### config.mk
export PLATFORM = sky130hd
export DESIGN_NAME = adpcma_top
export DESIGN_NICKNAME = d
export VERILOG_FILES = /design/src/adpcma_pkg.sv /design/src/adpcma_seq.sv /design/src/adpcma_decode.sv /design/src/adpcma_level.sv /design/src/adpcma_mix.sv /design/src/adpcma_top.sv
export SDC_FILE = /design/constraint.sdc
export NUM_CORES = 2
export LEC_CHECK = 0
export BUFFER_PORTS_ARGS = -buffer_cell sky130_fd_sc_hd__buf_4
export CAP_MARGIN = 40
export CORE_UTILIZATION = 58
export CTS_CLUSTER_DIAMETER = 150
export DETAILED_ROUTE_END_ITERATION = 8
export GPL_ROUTABILITY_DRIVEN = 0
export GPL_TIMING_DRIVEN = 1
export PLACE_DENSITY = 0.75
export SLEW_MARGIN = 20
export SYNTH_ARGS = -nofsm -noshare
export SYNTH_HDL_FRONTEND = slang
export SYNTH_SLANG_ARGS = --single-unit
### constraint.sdc
create_clock -name clk -period 20.9 [get_ports clk]
set_input_delay 3.135 -clock clk [delete_from_list [all_inputs] [get_ports clk]]
set_output_delay 3.135 -clock clk [all_outputs]
set_load 0.02 [all_outputs]
### src/adpcma_pkg.sv
// shared widths, register map, slot timing constants and channel state enum
`default_nettype none

package adpcma_pkg;

    typedef logic [23:0]        rom_addr_t;     // byte address into sample rom
    typedef logic [15:0]        block_t;        // 256-byte block number
    typedef logic [3:0]         nibble_t;       // one adpcm code
    typedef logic signed [15:0] pcm_t;          // audio sample
    typedef logic [2:0]         ch_idx_t;       // channel number
    typedef logic [5:0]         atten_t;        // attenuation, 8 fine steps per octave
    typedef logic [5:0]         reg_addr_t;

    // register map
    localparam reg_addr_t reg_key      = 6'h00; // bit 7 dump, 5:0 channel mask
    localparam reg_addr_t reg_total    = 6'h01; // total attenuation
    localparam reg_addr_t reg_flag_clr = 6'h02; // end flag clear mask
    localparam reg_addr_t reg_pan_base = 6'h08; // +ch, 7:6 l/r enable, 4:0 ch attenuation
    localparam reg_addr_t reg_start_lo = 6'h10; // +ch
    localparam reg_addr_t reg_start_hi = 6'h18;
    localparam reg_addr_t reg_end_lo   = 6'h20;
    localparam reg_addr_t reg_end_hi   = 6'h28;

    // clocks per channel slot
    localparam int slot_cycles = 4;

    // top of the adaptive step table
    localparam int step_max = 48;

    // per-channel playback state
    typedef enum logic [1:0] {
        idle,       // no fetch, zero sample
        play_hi,    // fetch byte, play high nibble
        play_lo     // play low nibble of latched byte
    } chan_state_e;

endpackage

`default_nettype wire

### src/adpcma_seq.sv
// register file, slot counter, channel address counters, rom fetch and end flags
`default_nettype none

module adpcma_seq #(
    parameter int num_ch = 6
) (
    input  wire                        clk,
    input  wire                        rst_n,
    input  wire                        wr,
    input  wire adpcma_pkg::reg_addr_t wr_addr,
    input  wire [7:0]                  wr_data,
    input  wire [7:0]                  rom_data,
    input  wire adpcma_pkg::ch_idx_t   pan_ch,
    output adpcma_pkg::rom_addr_t      rom_addr,
    output logic                       rom_oe_n,
    output logic [num_ch-1:0]          flags,
    output logic                       nib_valid,
    output adpcma_pkg::ch_idx_t        nib_ch,
    output adpcma_pkg::nibble_t        nib,
    output logic                       nib_restart,
    output logic [1:0]                 pan_lr,
    output adpcma_pkg::atten_t         pan_atten
);
    import adpcma_pkg::*;

    localparam int cyc_w = $clog2(slot_cycles);

    logic [cyc_w-1:0]  slot_cyc;
    ch_idx_t           slot_ch, nxt_ch;
    logic              slot_end, slot_fetch;
    atten_t            total_att;
    logic [1:0]        pan_r     [num_ch];
    logic [4:0]        ch_att    [num_ch];
    block_t            start_blk [num_ch];
    block_t            end_blk   [num_ch];
    chan_state_e       state     [num_ch];
    rom_addr_t         addr      [num_ch];
    logic [7:0]        byte_q    [num_ch];  // byte held for the low nibble
    logic [num_ch-1:0] fresh, key_pend, dump_pend;
    logic [num_ch-1:0] key_wr, dump_wr, clr_wr, key_now, dump_now, take, end_set;
    chan_state_e       eff_state;
    rom_addr_t         eff_addr;
    ch_idx_t           wr_ch;
    logic              wr_ch_ok;
    logic [6:0]        att_sum;

    assign slot_end   = (slot_cyc == cyc_w'(slot_cycles - 1));
    assign slot_fetch = (slot_cyc == cyc_w'(1));    // rom_data valid here
    assign nxt_ch     = (slot_ch == ch_idx_t'(num_ch - 1)) ? '0 : slot_ch + 3'd1;
    assign wr_ch      = ch_idx_t'(wr_addr[2:0]);
    assign wr_ch_ok   = int'(wr_addr[2:0]) < num_ch;

    // key-on / dump / flag clear masks, pending commands resolved at slot start
    always_comb begin
        key_wr  = '0;
        dump_wr = '0;
        clr_wr  = '0;
        take    = '0;
        end_set = '0;
        if (wr && wr_addr == reg_key) begin
            if (wr_data[7]) begin
                dump_wr = wr_data[num_ch-1:0];
            end else begin
                key_wr = wr_data[num_ch-1:0];
            end
        end
        if (wr && wr_addr == reg_flag_clr) begin
            clr_wr = wr_data[num_ch-1:0];
        end
        key_now  = key_pend | key_wr;
        dump_now = dump_pend | dump_wr;
        if (slot_end) begin
            take[nxt_ch] = 1'b1;
        end
        if (dump_now[nxt_ch]) begin
            eff_state = idle;   // dump wins over key-on
        end else if (key_now[nxt_ch]) begin
            eff_state = play_hi;
        end else begin
            eff_state = state[nxt_ch];
        end
        eff_addr = key_now[nxt_ch] ? {start_blk[nxt_ch], 8'h00} : addr[nxt_ch];
        // last byte of end block, low nibble going out now
        if (slot_fetch && state[slot_ch] == play_lo && addr[slot_ch] == {end_blk[slot_ch], 8'hff}) begin
            end_set[slot_ch] = 1'b1;
        end
    end

    always_ff @(posedge clk or negedge rst_n) begin
        if (!rst_n) begin
            slot_cyc    <= '0;
            slot_ch     <= '0;
            total_att   <= '0;
            rom_addr    <= '0;
            rom_oe_n    <= 1'b1;
            flags       <= '0;
            fresh       <= '0;
            key_pend    <= '0;
            dump_pend   <= '0;
            nib_valid   <= 1'b0;
            nib_restart <= 1'b0;
            for (int i = 0; i < num_ch; i++) begin
                pan_r[i]     <= '0;
                ch_att[i]    <= '0;
                start_blk[i] <= '0;
                end_blk[i]   <= '0;
                state[i]     <= idle;
                addr[i]      <= '0;
            end
        end else begin
            slot_cyc  <= slot_end ? '0 : slot_cyc + 1'b1;
            key_pend  <= (key_pend | key_wr) & ~take;
            dump_pend <= (dump_pend | dump_wr) & ~take;
            flags     <= (flags & ~clr_wr) | end_set;     // a new end beats the clear
            if (wr && wr_addr == reg_total) begin
                total_att <= wr_data[5:0];
            end
            if (wr && wr_ch_ok) begin
                case (wr_addr[5:3])
                    reg_pan_base[5:3]: begin
                        pan_r[wr_ch]  <= wr_data[7:6];
                        ch_att[wr_ch] <= wr_data[4:0];
                    end
                    reg_start_lo[5:3]: start_blk[wr_ch][7:0]  <= wr_data;
                    reg_start_hi[5:3]: start_blk[wr_ch][15:8] <= wr_data;
                    reg_end_lo[5:3]:   end_blk[wr_ch][7:0]    <= wr_data;
                    reg_end_hi[5:3]:   end_blk[wr_ch][15:8]   <= wr_data;
                    default: ;
                endcase
            end
            nib_valid   <= 1'b0;
            nib_restart <= 1'b0;
            if (slot_end) begin     // set up cycle 0 of the next slot
                slot_ch       <= nxt_ch;
                state[nxt_ch] <= eff_state;
                addr[nxt_ch]  <= eff_addr;
                fresh[nxt_ch] <= fresh[nxt_ch] | key_now[nxt_ch];
                rom_addr      <= eff_addr;
                rom_oe_n      <= (eff_state != play_hi);   // low through cycle 1
            end
            if (slot_fetch) begin
                rom_oe_n       <= 1'b1;
                nib_valid      <= (state[slot_ch] != idle);
                nib_restart    <= fresh[slot_ch] | (state[slot_ch] == idle);  // idle clears decoder
                fresh[slot_ch] <= 1'b0;
                case (state[slot_ch])
                    play_hi: state[slot_ch] <= play_lo;
                    play_lo: begin
                        if (end_set[slot_ch]) begin
                            state[slot_ch] <= idle;
                        end else begin
                            state[slot_ch] <= play_hi;
                            addr[slot_ch]  <= addr[slot_ch] + 1'b1;
                        end
                    end
                    default: ;
                endcase
            end
        end
    end

    // nibble payload and fetched byte
    always_ff @(posedge clk) begin
        if (slot_fetch) begin
            nib_ch <= slot_ch;
            case (state[slot_ch])
                play_hi: begin
                    nib             <= rom_data[7:4];   // high nibble first
                    byte_q[slot_ch] <= rom_data;
                end
                play_lo: nib <= byte_q[slot_ch][3:0];
                default: nib <= '0;
            endcase
        end
    end

    // pan and attenuation for the channel now in the level stage
    assign pan_lr    = pan_r[pan_ch];
    assign att_sum   = {1'b0, total_att} + {2'b00, ch_att[pan_ch]};
    assign pan_atten = att_sum[6] ? 6'h3f : att_sum[5:0];   // clip at 63

    a_oe_playing: assert property (@(posedge clk) disable iff (!rst_n)
        !rom_oe_n |-> (state[slot_ch] == play_hi) && (slot_cyc < cyc_w'(2)))
        else $error("rom read in a slot whose channel is not fetching");

endmodule

`default_nettype wire

### src/adpcma_decode.sv
// per-channel adpcm-a nibble decoder with step index and accumulator memory
`default_nettype none

module adpcma_decode #(
    parameter int num_ch = 6
) (
    input  wire                      clk,
    input  wire                      rst_n,
    input  wire                      nib_valid,
    input  wire adpcma_pkg::ch_idx_t nib_ch,
    input  wire adpcma_pkg::nibble_t nib,
    input  wire                      nib_restart,
    output logic                     dec_valid,
    output adpcma_pkg::ch_idx_t      dec_ch,
    output adpcma_pkg::pcm_t         dec_pcm
);
    import adpcma_pkg::*;

    // adpcm-a step sizes, index 0..step_max
    localparam logic [10:0] step_tab [0:step_max] = '{
        16, 17, 19, 21, 23, 25, 28, 31, 34, 37,
        41, 45, 50, 55, 60, 66, 73, 80, 88, 97,
        107, 118, 130, 143, 157, 173, 190, 209, 230, 253,
        279, 307, 337, 371, 408, 449, 494, 544, 598, 658,
        724, 796, 876, 963, 1060, 1166, 1282, 1411, 1552
    };

    logic signed [11:0] acc_mem  [num_ch];
    logic [5:0]         step_mem [num_ch];
    logic signed [11:0] base_acc, new_acc;
    logic [5:0]         base_step, new_step;
    logic [14:0]        prod;
    logic [11:0]        delta;
    logic signed [13:0] sum;
    logic signed [7:0]  adj, idx_sum;

    always_comb begin
        base_acc  = nib_restart ? 12'sd0 : acc_mem[nib_ch];    // restart zeroes first
        base_step = nib_restart ? 6'd0 : step_mem[nib_ch];
        prod      = 15'({nib[2:0], 1'b1}) * 15'(step_tab[base_step]);  // (2m+1)*step
        delta     = prod[14:3];
        sum       = base_acc;
        if (nib[3]) begin
            sum = sum - $signed({2'b00, delta});
        end else begin
            sum = sum + $signed({2'b00, delta});
        end
        if (sum > 14'sd2047) begin
            new_acc = 12'sd2047;
        end else if (sum < -14'sd2048) begin
            new_acc = -12'sd2048;
        end else begin
            new_acc = sum[11:0];
        end
        case (nib[2:0])
            3'd4:    adj = 8'sd2;
            3'd5:    adj = 8'sd5;
            3'd6:    adj = 8'sd7;
            3'd7:    adj = 8'sd9;
            default: adj = -8'sd1;  // small codes step down
        endcase
        idx_sum = $signed({2'b00, base_step}) + adj;
        if (idx_sum < 0) begin
            new_step = '0;
        end else if (idx_sum > step_max) begin
            new_step = 6'(step_max);
        end else begin
            new_step = idx_sum[5:0];
        end
    end

    always_ff @(posedge clk or negedge rst_n) begin
        if (!rst_n) begin
            dec_valid <= 1'b0;
        end else begin
            dec_valid <= nib_valid | nib_restart;   // one item per slot
        end
    end

    always_ff @(posedge clk) begin
        if (nib_valid) begin
            acc_mem[nib_ch]  <= new_acc;
            step_mem[nib_ch] <= new_step;
            dec_pcm          <= {new_acc, 4'b0000};
        end else if (nib_restart) begin     // idle slot
            acc_mem[nib_ch]  <= '0;
            step_mem[nib_ch] <= '0;
            dec_pcm          <= '0;
        end
        dec_ch <= nib_ch;
    end

    a_step_range: assert property (@(posedge clk) disable iff (!rst_n)
        dec_valid |-> step_mem[dec_ch] <= 6'(step_max))
        else $error("step index above table end");

endmodule

`default_nettype wire

### src/adpcma_level.sv
// total/channel attenuation scaling and left/right pan
`default_nettype none

module adpcma_level (
    input  wire                      clk,
    input  wire                      rst_n,
    input  wire                      dec_valid,
    input  wire adpcma_pkg::ch_idx_t dec_ch,
    input  wire adpcma_pkg::pcm_t    dec_pcm,
    input  wire [1:0]                pan_lr,
    input  wire adpcma_pkg::atten_t  pan_atten,
    output logic                     lvl_valid,
    output adpcma_pkg::ch_idx_t      lvl_ch,
    output adpcma_pkg::pcm_t         lvl_l,
    output adpcma_pkg::pcm_t         lvl_r,
    output adpcma_pkg::ch_idx_t      pan_ch
);
    import adpcma_pkg::*;

    logic [2:0]         coarse, fine;
    logic [3:0]         mult;
    logic signed [19:0] prod, scaled;
    pcm_t               lvl;

    // seq looks up this channel's pan and attenuation
    assign pan_ch = dec_ch;

    assign coarse = pan_atten[5:3];     // whole 6 db steps
    assign fine   = pan_atten[2:0];     // eighths
    assign mult   = 4'd8 - {1'b0, fine};
    assign prod   = dec_pcm * $signed({1'b0, mult});
    assign scaled = (prod >>> 3) >>> coarse;    // arithmetic, sign kept
    assign lvl    = scaled[15:0];

    always_ff @(posedge clk or negedge rst_n) begin
        if (!rst_n) begin
            lvl_valid <= 1'b0;
        end else begin
            lvl_valid <= dec_valid;
        end
    end

    always_ff @(posedge clk) begin
        if (dec_valid) begin
            lvl_ch <= dec_ch;
            lvl_l  <= pan_lr[1] ? lvl : '0;     // bit 7 of pan reg
            lvl_r  <= pan_lr[0] ? lvl : '0;
        end
    end

endmodule

`default_nettype wire

### src/adpcma_mix.sv
// frame accumulator, 16-bit saturation and output latch
`default_nettype none

module adpcma_mix #(
    parameter int num_ch = 6
) (
    input  wire                      clk,
    input  wire                      rst_n,
    input  wire                      lvl_valid,
    input  wire adpcma_pkg::ch_idx_t lvl_ch,
    input  wire adpcma_pkg::pcm_t    lvl_l,
    input  wire adpcma_pkg::pcm_t    lvl_r,
    output adpcma_pkg::pcm_t         pcm_l,
    output adpcma_pkg::pcm_t         pcm_r,
    output logic                     sample_valid
);
    import adpcma_pkg::*;

    localparam int acc_w = 16 + $clog2(num_ch + 1);    // headroom for all channels
    localparam logic signed [acc_w-1:0] pos_lim = 32767;
    localparam logic signed [acc_w-1:0] neg_lim = -32768;

    logic signed [acc_w-1:0] sum_l, sum_r, base_l, base_r, nxt_l, nxt_r;
    logic                    last;

    function automatic pcm_t sat16(input logic signed [acc_w-1:0] v);
        if (v > pos_lim) begin
            return 16'sh7fff;
        end else if (v < neg_lim) begin
            return -16'sh8000;
        end
        return v[15:0];
    endfunction

    always_comb begin
        base_l = sum_l;
        base_r = sum_r;
        if (lvl_ch == '0) begin     // channel 0 opens a new frame
            base_l = '0;
            base_r = '0;
        end
        nxt_l = base_l + lvl_l;
        nxt_r = base_r + lvl_r;
    end

    assign last = lvl_valid && (lvl_ch == ch_idx_t'(num_ch - 1));

    always_ff @(posedge clk) begin
        if (lvl_valid) begin
            sum_l <= nxt_l;
            sum_r <= nxt_r;
        end
    end

    always_ff @(posedge clk or negedge rst_n) begin
        if (!rst_n) begin
            pcm_l        <= '0;
            pcm_r        <= '0;
            sample_valid <= 1'b0;
        end else begin
            sample_valid <= last;
            if (last) begin
                pcm_l <= sat16(nxt_l);
                pcm_r <= sat16(nxt_r);
            end
        end
    end

    a_valid_pulse: assert property (@(posedge clk) disable iff (!rst_n)
        sample_valid |=> !sample_valid)
        else $error("sample_valid longer than one cycle");

endmodule

`default_nettype wire

### src/adpcma_top.sv
// adpcm-a player top: sequencer, decoder, level stage and mixer
`default_nettype none

module adpcma_top #(
    parameter int num_ch = 6
) (
    input  wire                        clk,
    input  wire                        rst_n,
    input  wire                        wr,
    input  wire adpcma_pkg::reg_addr_t wr_addr,
    input  wire [7:0]                  wr_data,
    output adpcma_pkg::rom_addr_t      rom_addr,
    output logic                       rom_oe_n,
    input  wire [7:0]                  rom_data,
    output logic [num_ch-1:0]          flags,
    output adpcma_pkg::pcm_t           pcm_l,
    output adpcma_pkg::pcm_t           pcm_r,
    output logic                       sample_valid
);
    import adpcma_pkg::*;

    logic       nib_valid, nib_restart, dec_valid, lvl_valid;
    ch_idx_t    nib_ch, dec_ch, lvl_ch, pan_ch;
    nibble_t    nib;
    pcm_t       dec_pcm, lvl_l, lvl_r;
    logic [1:0] pan_lr;
    atten_t     pan_atten;

    adpcma_seq #(.num_ch(num_ch)) u_seq (
        .clk, .rst_n, .wr, .wr_addr, .wr_data, .rom_data, .pan_ch,
        .rom_addr, .rom_oe_n, .flags,
        .nib_valid, .nib_ch, .nib, .nib_restart, .pan_lr, .pan_atten
    );

    adpcma_decode #(.num_ch(num_ch)) u_decode (
        .clk, .rst_n, .nib_valid, .nib_ch, .nib, .nib_restart,
        .dec_valid, .dec_ch, .dec_pcm
    );

    adpcma_level u_level (
        .clk, .rst_n, .dec_valid, .dec_ch, .dec_pcm, .pan_lr, .pan_atten,
        .lvl_valid, .lvl_ch, .lvl_l, .lvl_r, .pan_ch
    );

    adpcma_mix #(.num_ch(num_ch)) u_mix (
        .clk, .rst_n, .lvl_valid, .lvl_ch, .lvl_l, .lvl_r,
        .pcm_l, .pcm_r, .sample_valid
    );

endmodule

`default_nettype wire

Yosys cells after proc, flatten, opt, wreduce, memory -nomap -nowiden --
Memory sizes are Yosys's and may differ from the RTL's. A register that Yosys moved wholly into a read port is not among the register bits. Index checks and enable logic that the tools add are counted.
Cells by class: add/sub/neg operators 10, $mul 2, divide/modulo/power cells 0, order comparisons 21, equal/unequal tests 19, shift operators 1, multiplexer cells 132, bitwise operators 28, reduce and logical (&&, ||, !) cells 23
Operators by type and width (number):
- $mux W144 | 4
- $bwmux W96 | 4
- $pmux W96 S2 | 2
- $bwmux W144 | 2
- $mux W16 | 13
- $mux W24 | 7
- $bmux W24 S3 | 2
- $demux W24 S3 | 2
- $bmux W16 S3 | 2
- $demux W16 S3 | 2
- $mux W12 | 7
- $mux W6 | 14
- $add A19 B16 Y19 | 2
- $gt A19 B16 Y1 const B | 2
- $lt A19 B16 Y1 const B | 2
- $mux W19 | 2
- $and A6 B6 Y6 | 6
- $pmux W8 S4 | 1
- $bwmux W30 | 1
- $not A6 Y6 | 5
- $or A6 B6 Y6 | 5
- $mux W1 | 25
- $add A24 B1 Y24 const B | 1
- $bwmux W12 | 2
- other kinds (55) | 121
Word-level totals: flip-flop bits (word level) 582, bits in latches 0, RAM bits 156, bits in read-only memories 704, input bits 25, memories 4
Memory list:
- (no name shown) | words 64, bits a word 11, read ports 1, clocked after Yosys merged registers in 0, write ports 0, line adpcma_decode.sv:40 | prod = 15'({nib[2:0], 1'b1}) * 15'(step_tab[base_step]);
- u_decode.acc_mem | words 6, bits a word 12, read ports 1, clocked after Yosys merged registers in 1, write ports 1, line adpcma_decode.sv:28 | logic signed [11:0] acc_mem [num_ch];
- u_seq.byte_q | words 6, bits a word 8, read ports 1, clocked after Yosys merged registers in 0, write ports 1, line adpcma_seq.sv:38 | logic [7:0] byte_q [num_ch];
- u_decode.step_mem | words 6, bits a word 6, read ports 1, clocked after Yosys merged registers in 1, write ports 1, line adpcma_decode.sv:29 | logic [5:0] step_mem [num_ch];

Longest topological paths before layout --
depth in word-level cells 14, gate-level depth with buffers 40, depth with buffers taken out 36

Hierarchy --
A second synthesis with hierarchy kept.
Second synthesis, totals: cells, all modules 4146, area total of the unflattened synthesis 43595.6 µm²
By module, submodules not included:
- adpcma_seq | times used 1, cells each 2372, area an instance 25705.9 µm², sequential area each 12243.0 µm²
- adpcma_decode | times used 1, cells each 839, area an instance 8569.5 µm², sequential area each 3688.5 µm²
- adpcma_mix | times used 1, cells each 468, area an instance 4862.2 µm², sequential area each 1966.9 µm²
- adpcma_level | times used 1, cells each 467, area an instance 4458.0 µm², sequential area each 1076.0 µm²

Least setup slack after synthesis --
Ideal clock, no wire load.
path type register -> register, from reg (tool-made name), to mem u_decode.acc_mem[0][0], data pin, setup time 0.212 ns, arrival time 8.085 ns, setup slack 12.603 ns, stages on the path, launching flop included 36, period minus slack after synthesis 8.297 ns, path through dfxtp_1 > mux4_2 > mux2i_1 > nor2_1 > inv_1 > ha_1 > or2_2 > o211ai_1 > o21ai_0 > a21oi_1 > o21ai_0 > nor2_1 > fa_1 > fa_1 > ha_1 > a21o_1 > a21oi_1 > o21bai_1 > a31o_2 > a21oi_1 > xnor2_1 > and4bb_1 > and4b_1 > buf_6 > a21oi_1 > xnor2_1 > ha_1 > or2_2 > a21oi_1 > a31oi_1 > mux2i_1 > or2_2 > a2111oi_4 > a31oi_2 > buf_6 > a31oi_1
RTL lines (line):
- end, declared | adpcma_decode.sv:28

==> results_dict.tcl <==
set metrics [dict create \
    status "complete, no violations" \
    viasPerCell 6.16 \
    wl_met3_mm 8.21 \
    rsz0062_at_grt "false" \
    h-tree-depth 3 \
    synth_top_area_cell "dfrtp_1" \
    min-delay-start "u_seq.start_blk[65]$_DFFE_PN0P_" \
    met1Wirelength_mm 45.5 \
    grt_pass1_wl_mm 174 \
    worstHoldPathType "reg2reg" \
    gr-total-overflow 0 \
    swShare 0.323 \
    drtIter0Drc 3384 \
    yosysUniqueCellTypes 96 \
    place_hpwl_mm 72.2 \
    maxSlewHeadroom 0.351 \
    p_clk_frac 0.311 \
    postSynthCellCount 4286 \
    max-cap-violations 0 \
    grt_max_degree 158 \
    core_area_um2 70100 \
    rows 97 \
    via_count 32500 \
    slew_viol_final 0 \
    period_needed_ns 10.41 \
    die_h_um 268 \
    critPathArrivalTime_ns 10.70 \
    wl_met2_mm 51.6 \
    wire_per_inst_um 20.8 \
    whs_ns 0.476 \
    ys_seq_elements 717 \
    firstDrtPassIters 6 \
    synthTopCellsByArea "dfrtp_1 30%, edfxtp_1 16%, o21ai_0 5.6%" \
    cts.sink_count 717 \
    cts_resized 0 \
    hold_viol 0 \
    path_class "reg2reg" \
    nets 4462 \
    cts-root-buf "clkbuf_16" \
    clock-skew-final_ns 0.0336 \
    synth_ff_type "dfrtp_1" \
    pre_cts_ws_ns 10.71 \
    io_pins 89 \
    final_cells 5271 \
    tightest_slew_ns 0.966 \
    combinationalPowerShare 0.291 \
    end_kind "register" \
    tritoncts "yes" \
    path_max_fanout 40 \
    total_power_uw 4540 \
    internal_power_uw 3070 \
    initial_utilization 0.586 \
    avgSynthCellArea_um2 9.60 \
    cp-start-kind "register" \
    fin_ws_ns 10.49 \
    cpMostUsedCell "a21oi_1" \
    powerDensity_nw_per_um2 99.8 \
    clock.fmax_mhz 96.0 \
    cts_setup_buffers 0 \
    gr-usage-all-layers 0.308 \
    crit_required_ns 21.19 \
    synth-edff-count 224 \
    post-route-period-util 0.498 \
    io_buffers 88 \
    p_leak_uw 0.0190 \
    netlist_area_um2 41100 \
    post-place-cells 5124 \
    sequentialPowerShare 0.398 \
    cpMaxStageDelayCell "nor3_2" \
    drc 0 \
    yosys_warnings 0 \
    switchingPower_uw 1460 \
    synth.top_cell.area_share 0.296 \
    drive_gt1_frac 0.116 \
    cts_hold_buf 0 \
    ctsLongestPathBuffers 3 \
    cts_buffers 77 \
    ir_drop_mv 0.0744 \
    tns_ns 0 \
    ant_nets 0 \
    top_layer "met4" \
    grt_pass1_vias 31700 \
    async_flop_share 0.679 \
    n_fill_cell 5695 \
    routed_wl_mm 110 \
    areaGrowthSynthToFinish_pct 10.6 \
    clkSlewWorstSetupHoldPaths_ns 0.06 \
    setup_viol 0 \
    max_stage_delay_ns 0.71 \
    grt_antenna_before_repair 2 \
    synth.most_common_cell "nand2_1" \
    die_area_um2 72000 \
    die_w_um 268 \
    syn_nets 4481 \
    yosys-top-cells-count "553 x nand2_1, 486 x dfrtp_1, 460 x o21ai_0, 342 x a21oi_1, 320 x nor2_1" \
    clock_latency_ns 0.64 \
    seq_area_frac_synth 0.463 \
]
[final timing paths]
check / to / slack [ns] / depth (start not counted)
setup reg to reg: u_decode.acc_mem[4][7]$_DFFE_PP_ / 10.49 / 34
hold reg to reg: u_seq.start_blk[65]$_DFFE_PN0P_ / 0.48 / 2
setup / recovery: u_decode.acc_mem[4][7]$_DFFE_PP_ / 10.49 / 34
max in group asynchronous: u_seq.addr[23]$_DFF_PN0_ / 15.82 / 5
hold / removal: u_seq.start_blk[65]$_DFFE_PN0P_ / 0.48 / 2
min in group asynchronous: u_mix.pcm_l[9]$_DFFE_PN0P_ / 2.56 / 1
[power groups by stage]
stage                     clock [uW]  sequential, uW  combinational, uW
after floorplan                    0            1840                931
after global placement             0            1820               1270
after detailed placement           0            1830               1310
after CTS                       1420            1800               1320
after global routing            1480            1830               1490
final                           1410            1810               1320
[worst max-delay path: cells and delay by family, from the launching register on]
family	cells	cell delay, ns
and+or+nand+nor	9	3.18
AOI/OAI and AO/OA	13	2.33
adders and majority gates	5	1.97
muxes	3	1.17
buffers and inverters	2	0.77
DFF	1	0.31
xor gates and xnor gates	2	0.30
[state kept, by name, indices dropped and copies added (netlist names), 19 cells and up, named ones only]
signal / count
u_mix.sum_r: 19
u_decode.step_mem: 36
u_seq.byte_q: 24
u_seq.end_blk: 96
u_seq.start_blk: 96
u_seq.rom_addr: 24
u_mix.sum_l: 19
u_decode.acc_mem: 72
u_seq.ch_att: 30
u_seq.addr: 144
[cell usage in the layout, fill, tap and decap left out, types with 10 or more instances in the layout]
cell type  Yosys  final
clkinv_1       4     10
clkinv_2       0     12
nor2b_1       79     79
a22oi_1       60     60
a31oi_1       34     34
nand4_1       10     10
nand2_1      553    548
clkbuf_16      0     82
buf_4          3    151
clkbuf_1     218     23
o21a_1        49     49
o21ai_1       18     18
o21ai_0      460    460
xnor2_1       76     76
nor3_1        37     34
inv_1        217    216
nand3_1       62     61
ha_1         123    122
o22ai_1       22     22
and3_1        21     21
xor2_1        45     45
edfxtp_1     224    224
or3_1         11     11
and2_1        42     41
nand2b_1      24     24
nor2_1       320    310
o21bai_1      19     19
a221oi_1      25     25
a21o_1        39     39
o211ai_1      31     31
mux2_2       114    114
a21oi_1      342    341
a211oi_1      65     65
mux2i_1      177    177
fa_1          47     47
mux4_2        34     34
dfrtp_1      486    483
[layer usage]
metal / GRT usage / vias to the layer above
li1: - / 15100
met1: 0.410 / 15700
met2: 0.506 / 1354
met3: 0.0455 / 288
met4: 0.124 / 0
met5: 0 / -
[logic make-up (layout without fill, tap and decap cells)]
| group | Yosys count | count (layout) | synth area share |
|---|---|---|---|
| fa+ha+maj | 170 | 170 | 0.0603 |
| xor+xnor | 121 | 121 | 0.0258 |
| flops | 717 | 717 | 0.463 |
| mux | 326 | 326 | 0.0934 |
| other cells | 0 | 2 | 0 |
| compound gates | 1242 | 1242 | 0.180 |
| buf+inv | 495 | 538 | 0.0468 |
| simple gates | 1215 | 1215 | 0.131 |
[area by class of cell]
| type | count | area, um^2 | area share |
|---|---|---|---|
| repair buffers | 174 | 1490 | 0.0327 |
| flip-flops and latches | 717 | 19000 | 0.419 |
| inverters | 223 | 837 | 0.0184 |
| clock inverters | 30 | 373 | 0.00820 |
| multi-input cells | 3074 | 20300 | 0.447 |
| well taps | 940 | 1180 | 0.0259 |
| clock buffers | 111 | 2220 | 0.0488 |
| diodes | 2 | 5.00 | 0.000110 |
[through the flow]
stage / cell area, um^2 / util
2_1_floorplan: 41100 / -
3_3_place_gp: 42500 / 0.606
3_5_place_dp: 42800 / 0.611
4_1_cts: 45400 / 0.648
5_1_grt: 45500 / 0.648
6_report: 45500 / 0.648
Note: power is estimated with default switching activity, not from simulation.
